--- config.mk ---
export PLATFORM = sky130hd
export DESIGN_NAME = lease_policy_top
export DESIGN_NICKNAME = d
export VERILOG_FILES = /design/src/hw/lease_pkg.sv /design/src/hw/lease_lookup_if.sv /design/src/hw/lease_policy_top.sv /design/src/hw/lease_policy_controller.sv /design/src/hw/set_expiry_encoder.sv /design/src/hw/lease_probability_selector.sv /design/src/hw/lease_lookup_table.sv /design/src/hw/lfsr_9b.sv
export SDC_FILE = /design/constraint.sdc
export NUM_CORES = 1
export LEC_CHECK = 0
export ABC_AREA = 0
export BUFFER_PORTS_ARGS = -buffer_cell sky130_fd_sc_hd__buf_2
export CELL_PAD_IN_SITES_DETAIL_PLACEMENT = 1
export CELL_PAD_IN_SITES_GLOBAL_PLACEMENT = 1
export CORE_UTILIZATION = 52
export CTS_CLUSTER_DIAMETER = 200
export DETAILED_ROUTE_END_ITERATION = 8
export PLACE_DENSITY_LB_ADDON = 0.1
export REMOVE_ABC_BUFFERS = 1
export SYNTH_ARGS = -nofsm -noshare
export SYNTH_HDL_FRONTEND = slang
export SYNTH_HIERARCHICAL = 1
export SYNTH_SLANG_ARGS = --single-unit
--- constraint.sdc ---
create_clock -name clock_i -period 13.8 [get_ports clock_i]
set_input_delay 0.69 -clock clock_i [delete_from_list [all_inputs] [get_ports clock_i]]
set_output_delay 0.69 -clock clock_i [all_outputs]
set_load 0.005 [all_outputs]
--- src/hw/lease_pkg.sv ---
// ----------------------------------------------------------
// geometry, vector types and fsm encoding shared by the
// lease replacement controller, imported by every block
// ----------------------------------------------------------
package lease_pkg;

	// cache geometry, fixed at 16 lines in 4 sets of 4 ways
	localparam int N_LINES     = 16;
	localparam int N_WAYS      = 4;
	localparam int N_SETS      = 4;
	localparam int LLT_ENTRIES = 8;    // lease lookup table depth

	// ----------------------------------------------------------
	// vector types
	// ----------------------------------------------------------
	typedef logic [3:0]  line_addr_t;  // {way, set}
	typedef logic [1:0]  way_t;
	typedef logic [1:0]  set_t;
	typedef logic [7:0]  lease_t;      // remaining lease of a line
	typedef logic [8:0]  prob_t;       // probability of lease0, also lfsr width
	typedef logic [15:0] word_addr_t;  // reference word address
	typedef logic [4:0]  llt_addr_t;   // {bank, entry}
	typedef logic [1:0]  llt_bank_t;
	typedef logic [2:0]  llt_idx_t;
	typedef logic [31:0] data_t;       // write bus word

	// table banks selected by waddr[4:3]
	localparam llt_bank_t LLT_BANK_REF   = 2'd0;  // writing this one validates the entry
	localparam llt_bank_t LLT_BANK_LEASE0 = 2'd1;
	localparam llt_bank_t LLT_BANK_LEASE1 = 2'd2;
	localparam llt_bank_t LLT_BANK_PROB  = 2'd3;

	// configuration space, written with con_wren
	localparam llt_addr_t CFG_DEFAULT_ADDR = 5'd0;

	// lfsr seeds, any nonzero value keeps the sequence alive
	localparam prob_t LFSR_SEED_PROB  = 9'h155;
	localparam prob_t LFSR_SEED_EVICT = 9'h0AB;

	// ----------------------------------------------------------
	// controller fsm
	// ----------------------------------------------------------
	typedef enum logic {
		ST_IDLE,     // waiting for hit or miss strobe
		ST_REPLACE   // picking a victim for the pending miss
	} ctrl_state_t;

endpackage
--- src/hw/lease_lookup_if.sv ---
// ----------------------------------------------------------
// lookup bus between table, lease selector and controller
// ----------------------------------------------------------
interface lease_lookup_if;
	import lease_pkg::*;

	word_addr_t search_addr;   // reference address being looked up
	logic       hit;           // some valid entry matched
	lease_t     lease0;        // primary lease of the match
	lease_t     lease1;        // secondary lease of the match
	prob_t      lease0_prob;   // chance of taking lease0

	// table answers the search combinationally
	modport tbl (
		input  search_addr,
		output hit, lease0, lease1, lease0_prob
	);

	// selector only reads the entry payload
	modport selector (
		input lease0, lease1, lease0_prob
	);

	modport ctrl (
		output search_addr,
		input  hit
	);

endinterface

--- src/hw/lease_policy_top.sv ---
// ----------------------------------------------------------
// lease replacement subsystem top, table + lease selector +
// controller behind the cache controller's plain ports
// ----------------------------------------------------------
module lease_policy_top (
	input  logic                  clock_i,
	input  logic                  resetn_i,
	// write bus from the cache controller
	input  logic                  wren_i,          // lookup table write
	input  logic                  con_wren_i,      // configuration write
	input  lease_pkg::llt_addr_t  waddr_i,
	input  lease_pkg::data_t      wdata_i,
	// access strobes
	input  lease_pkg::word_addr_t search_addr_i,
	input  lease_pkg::line_addr_t cache_addr_i,
	input  logic                  hit_i,
	input  logic                  miss_i,
	// replacement result
	output logic                  done_o,
	output lease_pkg::line_addr_t addr_o,
	output logic                  swap_o,
	output logic                  expired_o,
	output logic                  expired_multi_o,
	output logic                  default_o,
	output logic                  rand_evict_o
);
	import lease_pkg::*;

	lease_lookup_if lookup_bus ();  // search and its result

	lease_t sel_lease;  // drawn lease for this access
	logic   advance;

	lease_lookup_table i_lookup_table (
		.clock_i  (clock_i),
		.resetn_i (resetn_i),
		.wren_i   (wren_i),
		.waddr_i  (waddr_i),
		.wdata_i  (wdata_i),
		.lookup   (lookup_bus.tbl)
	);

	lease_probability_selector i_selector (
		.clock_i   (clock_i),
		.resetn_i  (resetn_i),
		.advance_i (advance),
		.lookup    (lookup_bus.selector),
		.lease_o   (sel_lease)
	);

	lease_policy_controller i_controller (
		.clock_i         (clock_i),
		.resetn_i        (resetn_i),
		.con_wren_i      (con_wren_i),
		.waddr_i         (waddr_i),
		.wdata_i         (wdata_i),
		.search_addr_i   (search_addr_i),
		.cache_addr_i    (cache_addr_i),
		.hit_i           (hit_i),
		.miss_i          (miss_i),
		.lookup          (lookup_bus.ctrl),
		.lease_i         (sel_lease),
		.advance_o       (advance),
		.done_o          (done_o),
		.addr_o          (addr_o),
		.swap_o          (swap_o),
		.expired_o       (expired_o),
		.expired_multi_o (expired_multi_o),
		.default_o       (default_o),
		.rand_evict_o    (rand_evict_o)
	);

endmodule

--- src/hw/lease_policy_controller.sv ---
// ----------------------------------------------------------
// lease registers and hit/miss fsm, renews leases on hits and
// picks victims on misses (cold start, expired, random)
// ----------------------------------------------------------
module lease_policy_controller (
	input  logic                  clock_i,
	input  logic                  resetn_i,
	input  logic                  con_wren_i,     // configuration write
	input  lease_pkg::llt_addr_t  waddr_i,
	input  lease_pkg::data_t      wdata_i,
	input  lease_pkg::word_addr_t search_addr_i,  // reference of this access
	input  lease_pkg::line_addr_t cache_addr_i,   // translated line
	input  logic                  hit_i,
	input  logic                  miss_i,
	lease_lookup_if.ctrl          lookup,
	input  lease_pkg::lease_t     lease_i,        // drawn lease from the selector
	output logic                  advance_o,      // step the probability lfsr
	output logic                  done_o,
	output lease_pkg::line_addr_t addr_o,         // victim line, held until next one
	output logic                  swap_o,
	output logic                  expired_o,
	output logic                  expired_multi_o,
	output logic                  default_o,
	output logic                  rand_evict_o
);
	import lease_pkg::*;

	ctrl_state_t       state_q;
	lease_t            leases_q   [N_LINES];  // one lease per cache line
	lease_t            leases_dec [N_LINES];  // all leases one step later
	way_t              cold_cnt_q [N_SETS];   // next unused way per set
	logic [N_SETS-1:0] full_q;                // set filled by cold start
	lease_t            default_lease_q;
	lease_t            saved_lease_q;         // lease for the follow-up hit
	set_t              miss_set_q;            // set of the pending miss
	logic              followup_q;            // next hit completes a miss

	logic       done_q, swap_q, expired_q, multi_q, default_q, rand_q;
	line_addr_t addr_q;

	set_t   acc_set;
	lease_t new_lease;
	way_t   exp_way;
	logic   exp_found, exp_multi;
	prob_t  evict_rand;
	logic   evict_step;

	assign lookup.search_addr = search_addr_i;
	assign advance_o = hit_i || miss_i;  // fresh draw after every access

	assign acc_set   = cache_addr_i[$bits(set_t)-1:0];
	assign new_lease = lookup.hit ? lease_i : default_lease_q;  // table or default

	// countdown, an expired line stays at zero
	always_comb begin
		for (int i = 0; i < N_LINES; i++) begin
			leases_dec[i] = (leases_q[i] != '0) ? leases_q[i] - 1'b1 : leases_q[i];
		end
	end

	// ----------------------------------------------------------
	// victim sources
	// ----------------------------------------------------------
	set_expiry_encoder i_expiry (
		.leases_i (leases_q),
		.set_i    (miss_set_q),
		.way_o    (exp_way),
		.found_o  (exp_found),
		.multi_o  (exp_multi)
	);

	// random fallback only steps when it is actually taken
	assign evict_step = (state_q == ST_REPLACE) && full_q[miss_set_q] && !exp_found;

	lfsr_9b i_evict_lfsr (
		.clock_i  (clock_i),
		.resetn_i (resetn_i),
		.enable_i (evict_step),
		.seed_i   (LFSR_SEED_EVICT),
		.value_o  (evict_rand)
	);

	// default lease register
	always_ff @(posedge clock_i) begin
		if (!resetn_i) begin
			default_lease_q <= '0;
		end else if (con_wren_i && waddr_i == CFG_DEFAULT_ADDR) begin
			default_lease_q <= wdata_i[$bits(lease_t)-1:0];
		end
	end

	// pending miss payload
	always_ff @(posedge clock_i) begin
		if (state_q == ST_IDLE && miss_i) begin
			saved_lease_q <= new_lease;
			miss_set_q    <= acc_set;
		end
	end

	// ----------------------------------------------------------
	// hit/miss fsm
	// ----------------------------------------------------------
	always_ff @(posedge clock_i) begin
		if (!resetn_i) begin
			state_q    <= ST_IDLE;
			followup_q <= 1'b0;
			full_q     <= '0;
			for (int i = 0; i < N_LINES; i++) leases_q[i] <= '0;
			for (int s = 0; s < N_SETS; s++) cold_cnt_q[s] <= '0;
			done_q    <= 1'b0;
			swap_q    <= 1'b0;
			expired_q <= 1'b0;
			multi_q   <= 1'b0;
			default_q <= 1'b0;
			rand_q    <= 1'b0;
			addr_q    <= '0;
		end else begin
			done_q    <= 1'b0;  // result flags are single cycle
			swap_q    <= 1'b0;
			expired_q <= 1'b0;
			multi_q   <= 1'b0;
			default_q <= 1'b0;
			rand_q    <= 1'b0;
			case (state_q)
				ST_IDLE: begin
					if (hit_i) begin
						if (followup_q) begin
							followup_q             <= 1'b0;           // countdown done at the miss
							leases_q[cache_addr_i] <= saved_lease_q;
						end else begin
							leases_q               <= leases_dec;
							leases_q[cache_addr_i] <= new_lease;      // renewal wins over countdown
							default_q              <= !lookup.hit;
						end
					end else if (miss_i) begin
						leases_q  <= leases_dec;
						default_q <= !lookup.hit;
						if (new_lease != '0) begin
							state_q    <= ST_REPLACE;  // block is worth caching
							followup_q <= 1'b1;
						end else begin
							done_q <= 1'b1;            // bypass leaves swap low
						end
					end
				end
				ST_REPLACE: begin
					state_q <= ST_IDLE;
					done_q  <= 1'b1;
					swap_q  <= 1'b1;
					if (!full_q[miss_set_q]) begin
						// cold start, fill the ways in order
						addr_q                 <= {cold_cnt_q[miss_set_q], miss_set_q};
						cold_cnt_q[miss_set_q] <= cold_cnt_q[miss_set_q] + 1'b1;
						if (cold_cnt_q[miss_set_q] == way_t'(N_WAYS - 1)) begin
							full_q[miss_set_q] <= 1'b1;  // last way handed out
						end
					end else if (exp_found) begin
						addr_q    <= {exp_way, miss_set_q};
						expired_q <= 1'b1;
						multi_q   <= exp_multi;
					end else begin
						addr_q <= {evict_rand[2:1], miss_set_q};  // nothing expired
						rand_q <= 1'b1;
					end
				end
				default: state_q <= ST_IDLE;
			endcase
		end
	end

	assign done_o          = done_q;
	assign addr_o          = addr_q;
	assign swap_o          = swap_q;
	assign expired_o       = expired_q;
	assign expired_multi_o = multi_q;
	assign default_o       = default_q;
	assign rand_evict_o    = rand_q;

	// ----------------------------------------------------------
	// strobe protocol
	// ----------------------------------------------------------
	a_strobe_excl: assert property (@(posedge clock_i) disable iff (!resetn_i)
		!(hit_i && miss_i))
		else $error("controller: hit and miss strobed together");

	a_no_strobe_busy: assert property (@(posedge clock_i) disable iff (!resetn_i)
		(state_q == ST_REPLACE) |-> !(hit_i || miss_i))
		else $error("controller: strobe while a replacement is pending");

	// done only repeats if a new miss arrived in the done cycle
	a_done_pulse: assert property (@(posedge clock_i) disable iff (!resetn_i)
		(done_o && !miss_i) |=> !done_o)
		else $error("controller: done held longer than one cycle");

endmodule

--- src/hw/set_expiry_encoder.sv ---
// ----------------------------------------------------------
// expiry view of one set, gives the lowest expired way and
// whether one or more ways of the set have run out
// ----------------------------------------------------------
module set_expiry_encoder (
	input  lease_pkg::lease_t leases_i [lease_pkg::N_LINES],  // all lease registers
	input  lease_pkg::set_t   set_i,                          // set under replacement
	output lease_pkg::way_t   way_o,                          // lowest expired way
	output logic              found_o,                        // any way expired
	output logic              multi_o                         // two or more expired
);
	import lease_pkg::*;

	logic [N_WAYS-1:0] expired;  // one flag per way of the set

	// line address is {way, set}, so the set picks a stride of lines
	always_comb begin
		for (int w = 0; w < N_WAYS; w++) begin
			expired[w] = (leases_i[{way_t'(w), set_i}] == '0);
		end
	end

	// priority encode from way 0 upward
	always_comb begin
		way_o = '0;
		for (int w = N_WAYS - 1; w >= 0; w--) begin
			if (expired[w]) way_o = way_t'(w);
		end
	end

	assign found_o = |expired;

	// clearing the lowest set bit leaves something only if 2+ bits were set
	assign multi_o = |(expired & (expired - {{(N_WAYS-1){1'b0}}, 1'b1}));

endmodule

--- src/hw/lease_probability_selector.sv ---
// ----------------------------------------------------------
// draws lease0 or lease1 for the current lookup from a
// free running lfsr, stepped by the controller per access
// ----------------------------------------------------------
module lease_probability_selector (
	input  logic              clock_i,
	input  logic              resetn_i,
	input  logic              advance_i,  // hit or miss seen, draw a new value
	lease_lookup_if.selector  lookup,
	output lease_pkg::lease_t lease_o     // lease for the accessed line
);
	import lease_pkg::*;

	prob_t draw;  // 1..511, never 0

	lfsr_9b i_prob_lfsr (
		.clock_i  (clock_i),
		.resetn_i (resetn_i),
		.enable_i (advance_i),
		.seed_i   (LFSR_SEED_PROB),
		.value_o  (draw)
	);

	// prob 0 always loses the draw, prob 511 always wins it
	always_comb begin
		if (draw <= lookup.lease0_prob) begin
			lease_o = lookup.lease0;  // primary lease
		end else begin
			lease_o = lookup.lease1;  // secondary lease
		end
	end

endmodule

--- src/hw/lease_lookup_table.sv ---
// ----------------------------------------------------------
// lease lookup table, written by the cache controller and
// searched by reference address without a clock
// ----------------------------------------------------------
module lease_lookup_table (
	input  logic                 clock_i,
	input  logic                 resetn_i,
	input  logic                 wren_i,   // table write strobe
	input  lease_pkg::llt_addr_t waddr_i,  // {bank, entry}
	input  lease_pkg::data_t     wdata_i,
	lease_lookup_if.tbl          lookup
);
	import lease_pkg::*;

	// four banks, one slot per entry
	word_addr_t ref_addr_q [LLT_ENTRIES];
	lease_t     lease0_q   [LLT_ENTRIES];
	lease_t     lease1_q   [LLT_ENTRIES];
	prob_t      prob_q     [LLT_ENTRIES];
	logic [LLT_ENTRIES-1:0] valid_q;

	llt_bank_t wr_bank;
	llt_idx_t  wr_idx;
	logic [LLT_ENTRIES-1:0] match;
	llt_idx_t  match_idx;

	assign wr_bank = waddr_i[4:3];
	assign wr_idx  = waddr_i[2:0];

	// ----------------------------------------------------------
	// write side
	// ----------------------------------------------------------
	always_ff @(posedge clock_i) begin
		if (wren_i) begin
			case (wr_bank)
				LLT_BANK_REF:    ref_addr_q[wr_idx] <= wdata_i[$bits(word_addr_t)-1:0];
				LLT_BANK_LEASE0: lease0_q[wr_idx]   <= wdata_i[$bits(lease_t)-1:0];
				LLT_BANK_LEASE1: lease1_q[wr_idx]   <= wdata_i[$bits(lease_t)-1:0];
				default:         prob_q[wr_idx]     <= wdata_i[$bits(prob_t)-1:0];
			endcase
		end
	end

	// an entry counts once its reference address is known
	always_ff @(posedge clock_i) begin
		if (!resetn_i) begin
			valid_q <= '0;
		end else if (wren_i && wr_bank == LLT_BANK_REF) begin
			valid_q[wr_idx] <= 1'b1;
		end
	end

	// ----------------------------------------------------------
	// parallel search
	// ----------------------------------------------------------
	always_comb begin
		for (int i = 0; i < LLT_ENTRIES; i++) begin
			match[i] = valid_q[i] && (ref_addr_q[i] == lookup.search_addr);
		end
	end

	// lowest matching entry, only one is expected anyway
	always_comb begin
		match_idx = '0;
		for (int i = LLT_ENTRIES - 1; i >= 0; i--) begin
			if (match[i]) match_idx = llt_idx_t'(i);
		end
	end

	assign lookup.hit         = |match;
	assign lookup.lease0      = lease0_q[match_idx];
	assign lookup.lease1      = lease1_q[match_idx];
	assign lookup.lease0_prob = prob_q[match_idx];

	// duplicate reference addresses would make the answer ambiguous
	a_single_match: assert property (@(posedge clock_i) disable iff (!resetn_i)
		$onehot0(match))
		else $error("lookup table: search address matched more than one entry");

endmodule

--- src/hw/lfsr_9b.sv ---
// ----------------------------------------------------------
// 9-bit maximal length lfsr, x^9 + x^5 + 1, steps on enable
// ----------------------------------------------------------
module lfsr_9b (
	input  logic             clock_i,
	input  logic             resetn_i,
	input  logic             enable_i,  // one step per cycle while high
	input  lease_pkg::prob_t seed_i,    // loaded in reset, must be nonzero
	output lease_pkg::prob_t value_o
);
	import lease_pkg::*;

	prob_t lfsr_q;
	logic  feedback;

	assign feedback = lfsr_q[8] ^ lfsr_q[4];  // taps 9 and 5, fibonacci form

	always_ff @(posedge clock_i) begin
		if (!resetn_i) begin
			lfsr_q <= seed_i;
		end else if (enable_i) begin
			lfsr_q <= {lfsr_q[7:0], feedback};  // shift toward msb
		end
	end

	assign value_o = lfsr_q;  // never 0 once seeded

endmodule

* After elaboration in Yosys (flattened, before gate mapping)
Memories as Yosys holds them, arrays and structs flattened. A register that Yosys moved wholly into a read port is not among the register bits. Cells that the tools add are included.
Storage, ports and cells: register bits 188, bits in writable memories 336, logic and storage cells 240, memories kept 5
Memories:
- i_lookup_table.ref_addr_q | depth 8, width 16, rd ports 8, clocked after Yosys merged registers in 0, write ports 1, RTL line lease_lookup_table.sv:16 | word_addr_t ref_addr_q [LLT_ENTRIES];
- i_lookup_table.prob_q | depth 8, width 9, rd ports 1, clocked after Yosys merged registers in 0, write ports 1, RTL line lease_lookup_table.sv:19 | prob_t prob_q [LLT_ENTRIES];
- i_lookup_table.lease0_q | depth 8, width 8, rd ports 1, clocked after Yosys merged registers in 0, write ports 1, RTL line lease_lookup_table.sv:17 | lease_t lease0_q [LLT_ENTRIES];
- i_lookup_table.lease1_q | depth 8, width 8, rd ports 1, clocked after Yosys merged registers in 0, write ports 1, RTL line lease_lookup_table.sv:18 | lease_t lease1_q [LLT_ENTRIES];
- i_controller.cold_cnt_q | depth 4, width 2, rd ports 1, clocked after Yosys merged registers in 1, write ports 4, RTL line lease_policy_controller.sv:31 | way_t cold_cnt_q [N_SETS];
Operators by class: $add $sub $neg 18, order comparisons 11, equal/unequal tests 11, muxes and demuxes 95, bitwise operators 13, reduce and logical (&&, ||, !) cells 55
Operators by type and width (number):
- 128-bit two-way mux | 3
- 128-bit bitwise mux | 2
- 8-bit two-way mux | 27
- 8-bit nonzero test | 17
- 8-bit binary-select mux with 4-bit select | 4
- 16-bit == test | 8
- 8-bit by 1-bit subtractor with 8-bit output, second input constant | 16
- 1-bit two-way mux | 36
- 8-bit demux with 4-bit select | 1
- 8-bit logical NOT | 4
- 5-bit greater-or-equal comparator, second input constant | 5
- 3-bit two-way mux | 8
- 1-bit logical AND | 16
- 4-bit inverter with 5-bit output | 3
- 2-bit two-way mux | 7
- 9-bit less-or-equal comparator | 1
- 3-bit AND reduction | 3
- 4-bit two-way mux | 2
- 8-bit bitwise OR | 1
- 4-bit OR reduction | 2
- 8-bit OR reduction | 1
- 5-bit logical NOT | 1
- 5-bit by 1-bit less-than comparator with 1-bit output, second input constant | 1
- 2-bit inverter with 5-bit output | 1
- other kinds (25) | 33

* Logic depth before layout (Yosys ltp)
Gate-level depths: netlist of the first run. An unclocked memory read counts as a cell.
depth after elaboration 20, depth in mapped cells 26, depth with buffers taken out 20

* By module
The synthesis of the first run kept the hierarchy.
Modules (own cells, without submodules):
- lease_lookup_table | times used 1, cells each 850, area an instance 14146.1 um2
- lease_policy_controller | times used 1, cells each 1416, area an instance 11773.8 um2
- lfsr_9b | times used 2, cells each 22, area an instance 421.7 um2
- set_expiry_encoder | times used 1, cells each 78, area an instance 554.3 um2
- lease_probability_selector | times used 1, cells each 72, area an instance 548.0 um2

* Least setup slack after synthesis of the first run
OpenSTA, ideal clock, no wires.
kind input to register, start point in search_addr_i[15], end point reg i_controller/leases_q[112] (netlist name), library setup time 0.130 ns, data arrival time 5.466 ns, data required time 13.670 ns, path slack 8.203 ns, stages on the path 26, path buffers 8, cells stage by stage buf_4 > buf_4 > xor2_1 > nor4_1 > nand4b_1 > or4b_2 > o21ai_0 > a41oi_2 > buf_6 > buf_12 > buf_12 > mux2i_1 > a221oi_1 > inv_1 > ha_1 > a21oi_1 > o211a_1 > buf_6 > and3_4 > buf_6 > o211ai_2 > mux2_2 > mux2_2 > clkbuf_1 > a32oi_1 > o32ai_1
On the way: cells in the longest elaborated chain, start to end 17
RTL lines:
- start: declaration | RTL line lease_policy_top.sv:14 | input lease_pkg::word_addr_t search_addr_i,
- 16-bit == test | RTL line lease_lookup_table.sv:58 | match[i] = valid_q[i] && (ref_addr_q[i] == lookup.search_addr);
- 1-bit logical AND | RTL line lease_lookup_table.sv:58
- 3-bit two-way mux (7 in a row) | RTL line lease_lookup_table.sv:66 | if (match[i]) match_idx = llt_idx_t'(i);
- 3-bit two-way mux (*) | RTL line lease_lookup_table.sv:66
- memory 8 x 9 bit (*)
- named net lookup_bus.lease0_prob[8] | RTL line lease_lookup_if.sv:11 | prob_t lease0_prob;
- 9-bit less-or-equal comparator (*) | RTL line lease_probability_selector.sv:26 | if (draw <= lookup.lease0_prob) begin
- 8-bit two-way mux (*) | RTL line lease_probability_selector.sv:26
- named net sel_lease[0] | RTL line lease_policy_top.sv:31 | lease_t sel_lease;
- 8-bit two-way mux (*) | RTL line lease_policy_controller.sv:52 | assign new_lease = lookup.hit ? lease_i : default_lease_q;
- named net i_controller.new_lease[0] | RTL line lease_policy_controller.sv:42 | lease_t new_lease;
- 128-bit bitwise mux (*) | RTL line lease_policy_controller.sv:132 | leases_q[cache_addr_i] <= new_lease;
- 128-bit two-way mux (*) | RTL line lease_policy_controller.sv:127 | if (followup_q) begin
- 128-bit two-way mux (*) | RTL line lease_policy_controller.sv:126 | if (hit_i) begin
- end signal: indexed assignment | RTL line lease_policy_controller.sv:129 | leases_q[cache_addr_i] <= saved_lease_q;
- end signal: assignment | RTL line lease_policy_controller.sv:131 | leases_q <= leases_dec;
- end signal: indexed assignment | RTL line lease_policy_controller.sv:132
- end: declaration | RTL line lease_policy_controller.sv:29 | lease_t leases_q [N_LINES];
The timed path passes the listed nets; every way through them passes the cells marked *. A chain may end at the register's enable or synchronous reset.

==> metrics.cfg, run 1 <==
[timing]
worstMarginPinSlew_ps=1100
rsz0062_at_grt=false
fmax_mhz=140
fin_tns_setup_ps=0
worst_slack_ps=6670
fin_worst_skew_ps=27.1
slew_violations=0
finalHoldViolCount=0
setup_viol=0
max_slew_margin=0.265
post-route-period-util=0.517
fin_crit_ps=7130

[hold_path]
hold_depth=1
min_from=wdata_i[11]
worstHoldEndpoint=i_lookup_table/ref_addr_q[0][11]$_DFFE_PP_
hold_path_class=input port to flip-flop

[worst_setup_path]
crit_slowest_cell=buf_4
critPathKind=flip-flop to flip-flop
path_buf_inv=4
critPathMaxStageDelay_ps=880
path_max_fanout=69
r2r-start=i_lookup_table/ref_addr_q[4][14]$_DFFE_PP_
end_kind=flip-flop
crit_top_cell=buf_4
crit_arrival_ps=7680
r2r_setup_slack_ps=6670
crit_chain=xor2_1 -> or4_1 -> nor4bb_1 -> nand4bb_1 -> a41oi_4 -> buf_4 -> buf_4 -> mux2i_1 -> a221oi_2 -> inv_1 -> ha_1 -> and4_2 -> nand3b_4 -> and3_4 -> o211ai_2 -> mux2i_1 -> a21oi_2 -> buf_4 -> nand3_1 -> a31oi_1
cp_data_required_time_ps=14340
cpLargestDelayFamily=simple AND/OR/NAND/NOR gates
r2r-end=i_controller/leases_q[20]$_SDFFE_PN0P_
crit_path_start_kind=flip-flop
r2r_cells=20

[power_and_ir_drop]
power.leakage_nw=10.5
powerDensity_nw_per_um2=175
vdd_drop_max_mv=0.107

[drt]
drt-vias-per-instance=6.71
remaining_drc_errors=0
firstDrtPassIters=5
ant_nets=0
wirelength_um=84800
vias=21500
avgRoutedWirePerCell_um=26.4
first_iter_violations=1850

[global_route]
track_usage=0.310
grt_overflow_total=0
grt_max_degree=86
first_global_vias=21900
grt_pass1_wl_um=130000
grt_antenna_before_repair=0

[clock_tree]
htree_levels=2
post_cts_resized=0
path_clk_slew_ps=60
cts_tree=built
hold_buffers=0
cts_sinks=526
clk_latency_ps=640
cts_max_path_buffers=3
post_cts_buffers=0
cts-root-buf=clkbuf_16
cts_made_buffers=57

[logic_synthesis]
ys_async_sr_fraction=0
syn_area_per_cell_sq_um=11.3
ys_ff_latch=526
yosysWarnings=6
ys.flop_type=edfxtp_1
synth_edf_count=364
yosysSeqAreaShare=0.509
synth.distinct_cells=106
mappedNetlistArea_sq_um=27900
netlist_instances=2460

[final_layout]
diodes=0
syn2layout_area_growth_pct=8.58
multi_input_area_sq_um=12600
drive_gt1_frac=0.148
nets=2582
seqCellArea_sq_um=14200
fill_cells=5462

[placement]
io_buffers=56
dp_slack_ps=6220
routabilityCongestion=0.926
post-dp-hpwl_um=55700

[die]
num_rows=84
core_area_sq_um=52800
boundaryPins=73
dieArea_sq_um=54500
die_w_um=233
start_util=0.528
die_h_um=233

[job]
maxCapViolations=0

[status]
outcome=finished clean

[worst max-delay path by stage]
stage	start	to	slack, ps	cells after the start
after floorplan	search_addr_i[10]	i_controller/leases_q[39]$_SDFFE_PN0P_	5200	19
after global placement	search_addr_i[6]	i_controller/leases_q[20]$_SDFFE_PN0P_	6390	22
after detailed placement	search_addr_i[6]	i_controller/leases_q[20]$_SDFFE_PN0P_	6220	22
after CTS	i_lookup_table/ref_addr_q[4][14]$_DFFE_PP_	i_controller/leases_q[20]$_SDFFE_PN0P_	6700	20
after global routing	i_lookup_table/ref_addr_q[2][6]$_DFFE_PP_	i_controller/leases_q[121]$_SDFFE_PN0P_	6320	20
final	i_lookup_table/ref_addr_q[4][14]$_DFFE_PP_	i_controller/leases_q[20]$_SDFFE_PN0P_	6670	20
[cell usage after synthesis (29+ instances only)]
cell type	instances	area, sq um
a211oi_1	29	218
a21oi_1	129	646
a31oi_1	43	269
a32oi_1	64	561
buf_2	41	205
clkbuf_1	35	131
dfxtp_1	162	3240
edfxtp_1	364	10900
ha_1	42	526
inv_1	66	248
mux2_2	41	462
mux2i_1	75	751
nand2_1	129	484
nand3_1	65	325
nor2_1	117	439
nor3_1	38	190
nor4_1	83	519
o21a_1	40	300
o21ai_0	79	395
o22ai_1	67	419
o32ai_1	36	315
or4_1	30	225
xnor2_1	63	552
xor2_1	67	587
[worst register-to-register path: stages, from the launching register on]
cell and delay [ps]:
edfxtp_1 380, xor2_1 190, or4_1 600, nor4bb_1 410, nand4bb_1 250, a41oi_4 280, buf_4 470, buf_4 900
mux2i_1 260, a221oi_2 330, inv_1 80, ha_1 340, and4_2 300, nand3b_4 140, and3_4 260, o211ai_2 210
mux2i_1 170, a21oi_2 720, buf_4 420, nand3_1 120, a31oi_1 200
[stage by stage]
step / total power, W / util / hold WS (ps) / area, sq um / cells
after detailed placement: 0.00377 / 0.539 / 467 / 28400 / 3106
final: 0.00530 / 0.573 / 362 / 30300 / 3209
after global placement: 0.00368 / 0.539 / 461 / 28400 / 3106
after floorplan: 0.00331 / - / 445 / 27000 / 2335
after CTS: 0.00529 / 0.573 / 330 / 30300 / 3209
after global routing: 0.00558 / 0.573 / 349 / 30300 / 3209
[registers in the layout (all words and copies together) (netlist names), 4 cells and up, named ones only]
name                               cells
i_lookup_table/prob_q                 72
i_controller/default_lease_q           8
i_controller/full_q                    4
i_lookup_table/ref_addr_q            128
i_controller/saved_lease_q             8
i_selector/i_prob_lfsr/value_o         9
i_controller/leases_q                128
i_controller/addr_o                    4
i_controller/cold_cnt_q                8
i_lookup_table/valid_q                 8
i_lookup_table/lease0_q               64
i_lookup_table/lease1_q               64
i_controller/i_evict_lfsr/value_o      9
[cells by family after synthesis]
group	count (synthesis)	share of synthesized area
adder cells (fa/ha/maj)	42	0.0189
other	4	0.000539
AND/OR/NAND/NOR	725	0.155
AO/OA/AOI/OAI	670	0.172
flip-flops	526	0.509
XOR/XNOR	130	0.0409
multiplexers	155	0.0636
buffers and inverters	208	0.0410
[placed cells by master, fill, tap and decap left out, types with 15 or more instances in the layout]
cell type	instances
ha_1	42
nor2_1	116
nand4_1	21
nand2_1	128
a32oi_1	64
nand3_1	65
o21ai_0	79
inv_1	66
clkbuf_1	15
nor3_1	38
a211oi_1	29
edfxtp_1	364
conb_1	18
nor4_1	83
o211ai_1	19
mux2_2	41
o21ai_1	19
buf_2	55
clkbuf_16	57
xnor2_1	63
or3_1	27
o32ai_1	36
mux2i_1	75
buf_4	27
a21oi_1	127
nor4b_2	15
or4_1	30
dfxtp_1	161
xor2_1	67
a31oi_1	43
mux2_1	19
a221oi_2	18
o22ai_1	67
nor2b_1	22
nand2b_1	28
o21a_1	40
[layout make-up]
type | count | share of cell area
multi-input combinational | 1740 | 0.418
clock inverter | 25 | 0.00893
tap | 688 | 0.0285
timing repair buffer | 83 | 0.0162
inverter | 69 | 0.00856
clock buffer | 78 | 0.0517
sequential | 526 | 0.468
[per-layer routing]
layer / vias to the layer above / share of wire / track usage
li1: 9701 / - / -
met1: 11000 / 0.44 / 0.435
met2: 683 / 0.47 / 0.501
met3: 164 / 0.062 / 0.0387
met4: 0 / 0.027 / 0.0944
met5: - / 0 / 0
[where the power goes]
part / internal (W) / switching (W) / leakage, nW
Clock: 0.000854 / 0.000657 / 0.896
Sequential: 0.00185 / 0.000232 / 4.65
Combinational: 0.000732 / 0.000967 / 4.96
Total: 0.00344 / 0.00186 / 10.5
(Power assumes the default switching activity.)
==> run 2, diff against run 1 <==
--- a/config.mk
+++ b/config.mk
@@ -9,7 +9,7 @@
 export BUFFER_PORTS_ARGS = -buffer_cell sky130_fd_sc_hd__buf_2
 export CELL_PAD_IN_SITES_DETAIL_PLACEMENT = 1
 export CELL_PAD_IN_SITES_GLOBAL_PLACEMENT = 1
-export CORE_UTILIZATION = 52
+export CORE_UTILIZATION = 46
 export CTS_CLUSTER_DIAMETER = 200
 export DETAILED_ROUTE_END_ITERATION = 8
 export PLACE_DENSITY_LB_ADDON = 0.1
==> constraint.sdc (replaced) <==
create_clock -name clock_i -period 6.02 [get_ports clock_i]
set_input_delay 0.301 -clock clock_i [delete_from_list [all_inputs] [get_ports clock_i]]
set_output_delay 0.301 -clock clock_i [all_outputs]
set_load 0.005 [all_outputs]
==> run 2 against run 1 <==
Power grew 130%. Final cell count rose by 3.8%. Critical path type unchanged. Die area grew 13%. Flip-flop and latch count unchanged. Register-to-register slack got worse by 6400 ps. First-iteration DRC count down 25%. Non-clock buffer count up 27. Cell area is 1.7% higher.
==> metrics.cfg, run 2 (synthesis gave the netlist of run 1 again) <==
[die]
die_h_um=248  ; +6.3%
start_util=0.469  ; -0.0595
core_area_sq_um=59500  ; +13%
boundaryPins=73  ; unchanged
dieArea_sq_um=61600  ; +13%
die_w_um=248  ; +6.3%
num_rows=89  ; +6.0%

[clock_tree]
cts_made_buffers=59  ; +3.5%
cts_max_path_buffers=3  ; unchanged
cts_tree=built
clk_latency_ps=650  ; about the same
path_clk_slew_ps=60  ; about the same
htree_levels=2  ; unchanged
cts-root-buf=clkbuf_16
cts_sinks=526  ; unchanged
post_cts_buffers=0  ; unchanged

[power_and_ir_drop]
powerDensity_nw_per_um2=401  ; +130%
power.leakage_nw=10.7  ; +1.9%
vdd_drop_max_mv=0.257  ; +140%

[worst_setup_path]
critPathMaxStageDelay_ps=660  ; -220 ps
end_kind=flip-flop
crit_path_start_kind=flip-flop
crit_slowest_cell=or4b_2
crit_arrival_ps=6230  ; -1450 ps
cpLargestDelayFamily=simple AND/OR/NAND/NOR gates
r2r_cells=21  ; +5.0%
path_buf_inv=3  ; -1
critPathKind=flip-flop to flip-flop
cp_data_required_time_ps=6520  ; -7820 ps
path_max_fanout=27  ; -61%
crit_chain=xnor2_1 -> nand2_1 -> nor4b_1 -> or4b_2 -> a21boi_1 -> a41oi_4 -> buf_12 -> mux2_2 -> o22ai_1 -> a221oi_1 -> inv_1 -> ha_1 -> and4_2 -> and3_1 -> o21ai_0 -> o211ai_2 -> mux2i_2 -> buf_4 -> a2111oi_2 -> mux2_2 -> a221o_1
crit_cells=21  ; +5.0%
crit_top_cell=mux2_2

[global_route]
grt_pass1_wl_um=132000  ; +1.4%
grt_max_degree=60  ; -30%
grt_overflow_total=0  ; unchanged
first_global_vias=21900  ; +0.35%
track_usage=0.277  ; -0.0326
grt_antenna_before_repair=1  ; +1

[drt]
first_iter_violations=1393  ; -25%
avgRoutedWirePerCell_um=26.0  ; -1.8%
wirelength_um=86400  ; +1.9%
remaining_drc_errors=0  ; unchanged
firstDrtPassIters=5  ; unchanged
ant_nets=0  ; unchanged
drt-vias-per-instance=6.43  ; -4.3%
vias=21400  ; -0.64%

[timing]
rsz0062_at_grt=false
fmax_mhz=174  ; +24%
fin_worst_skew_ps=42.7  ; +15.6 ps
worstMarginPinSlew_ps=1190  ; +88.6 ps
finalHoldViolCount=0  ; unchanged
fin_tns_setup_ps=0  ; unchanged
post-route-period-util=0.952  ; +0.436
slew_violations=0  ; unchanged
fin_crit_ps=5730  ; -1400 ps
max_slew_margin=0.202  ; -0.0625
whs_ps=40.5  ; -321 ps
setup_viol=0  ; unchanged

[final_layout]
fill_cells=6352  ; +16%
diodes=0  ; unchanged
final_common_cell=edfxtp_1
syn2layout_area_growth_pct=10.4
mostFrequentLayoutCells=364 x edfxtp_1, 161 x dfxtp_1, 128 x nand2_1
drive_gt1_frac=0.157  ; +0.00965
nets=2611  ; +1.1%
reg.largest.list=i_controller/leases_q (128), i_lookup_table/ref_addr_q (128), i_lookup_table/prob_q (72)

[placement]
post-dp-hpwl_um=56900  ; +2.2%
routabilityCongestion=0.914  ; -1.3%
io_buffers=56  ; unchanged

[hold_path]
hold_path_class=input port to flip-flop
hold_depth=1  ; unchanged

[status]
outcome=finished clean

[job]
maxCapViolations=0  ; unchanged

## run 2: cell count changes in the layout (fill, tap and decap cells not counted), moves of 2 or more
cell | before | now
buf_12 | 0 | 5
buf_4 | 27 | 43
clkbuf_16 | 57 | 59
clkbuf_8 | 6 | 8
clkinv_2 | 11 | 15
dlygate4sd3_1 | 0 | 6
## run 2: layer usage
layer | share of wire | GRT usage | up-vias
met3 | 0.059 | 0.0375 | 152
li1 | - | - | 9755
met2 | 0.46 | 0.445 | 661
met1 | 0.45 | 0.389 | 10800
met5 | 0 | 0 | -
met4 | 0.027 | 0.0855 | 0
## run 2: final timing paths
path	end	startpoint	slack, ps
setup / recovery	i_controller/leases_q[31]$_SDFFE_PN0P_	i_lookup_table/ref_addr_q[1][13]$_DFFE_PP_	290
hold / removal	i_lookup_table/ref_addr_q[3][11]$_DFFE_PP_	wdata_i[11]	40
setup reg to reg	i_controller/leases_q[31]$_SDFFE_PN0P_	i_lookup_table/ref_addr_q[1][13]$_DFFE_PP_	290
hold reg to reg	i_controller/full_q[2]$_SDFFE_PN0P_	i_controller/full_q[2]$_SDFFE_PN0P_	490
## run 2: final cells by class
class	instances	area [sq um]	area share
inverters	69	259	0.00842
repair buffers	110	769	0.0250
multi-input cells	1740	12700	0.411
clock buffers	83	1650	0.0535
clock inverters	29	298	0.00968
flip-flops and latches	526	14200	0.461
well taps	773	967	0.0314
## run 2: power breakdown
| part | switching [W] | internal (W) |
|---|---|---|
| logic | 0.00225 | 0.00169 |
| clock network | 0.00154 | 0.00208 |
| registers | 0.000537 | 0.00425 |
| total | 0.00433 | 0.00802 |
## run 2: through the flow
step           instances   util  area, sq um  setup WS [ps]  power (W)
6_report            3330  0.518        30800            286     0.0123
5_1_grt             3330  0.518        30800           28.2     0.0130
4_1_cts             3330  0.517        30700           48.3     0.0123
3_5_place_dp        3212  0.483        28700          -93.1    0.00869
3_3_place_gp        3212  0.483        28700           75.2    0.00849
2_1_floorplan       2335      -        27000          -2250    0.00758
## run 2: repair_timing
action | in CTS | in global routing
hold buffers | 6 | 0
resized for setup | 1 | 6
setup endpoints to repair | 1 | 19
hold endpoints to repair | 45 | 0
## run 2: worst register-to-register path, stage by stage (launching register included)
cell and delay [ps]:
edfxtp_1 410, xnor2_1 340, nand2_1 100, nor4b_1 290
or4b_2 660, a21boi_1 250, a41oi_4 90, buf_12 220
mux2_2 260, o22ai_1 90, a221oi_1 250, inv_1 110
ha_1 360, and4_2 310, and3_1 270, o21ai_0 270
o211ai_2 160, mux2i_2 320, buf_4 200, a2111oi_2 60
mux2_2 300, a221o_1 300
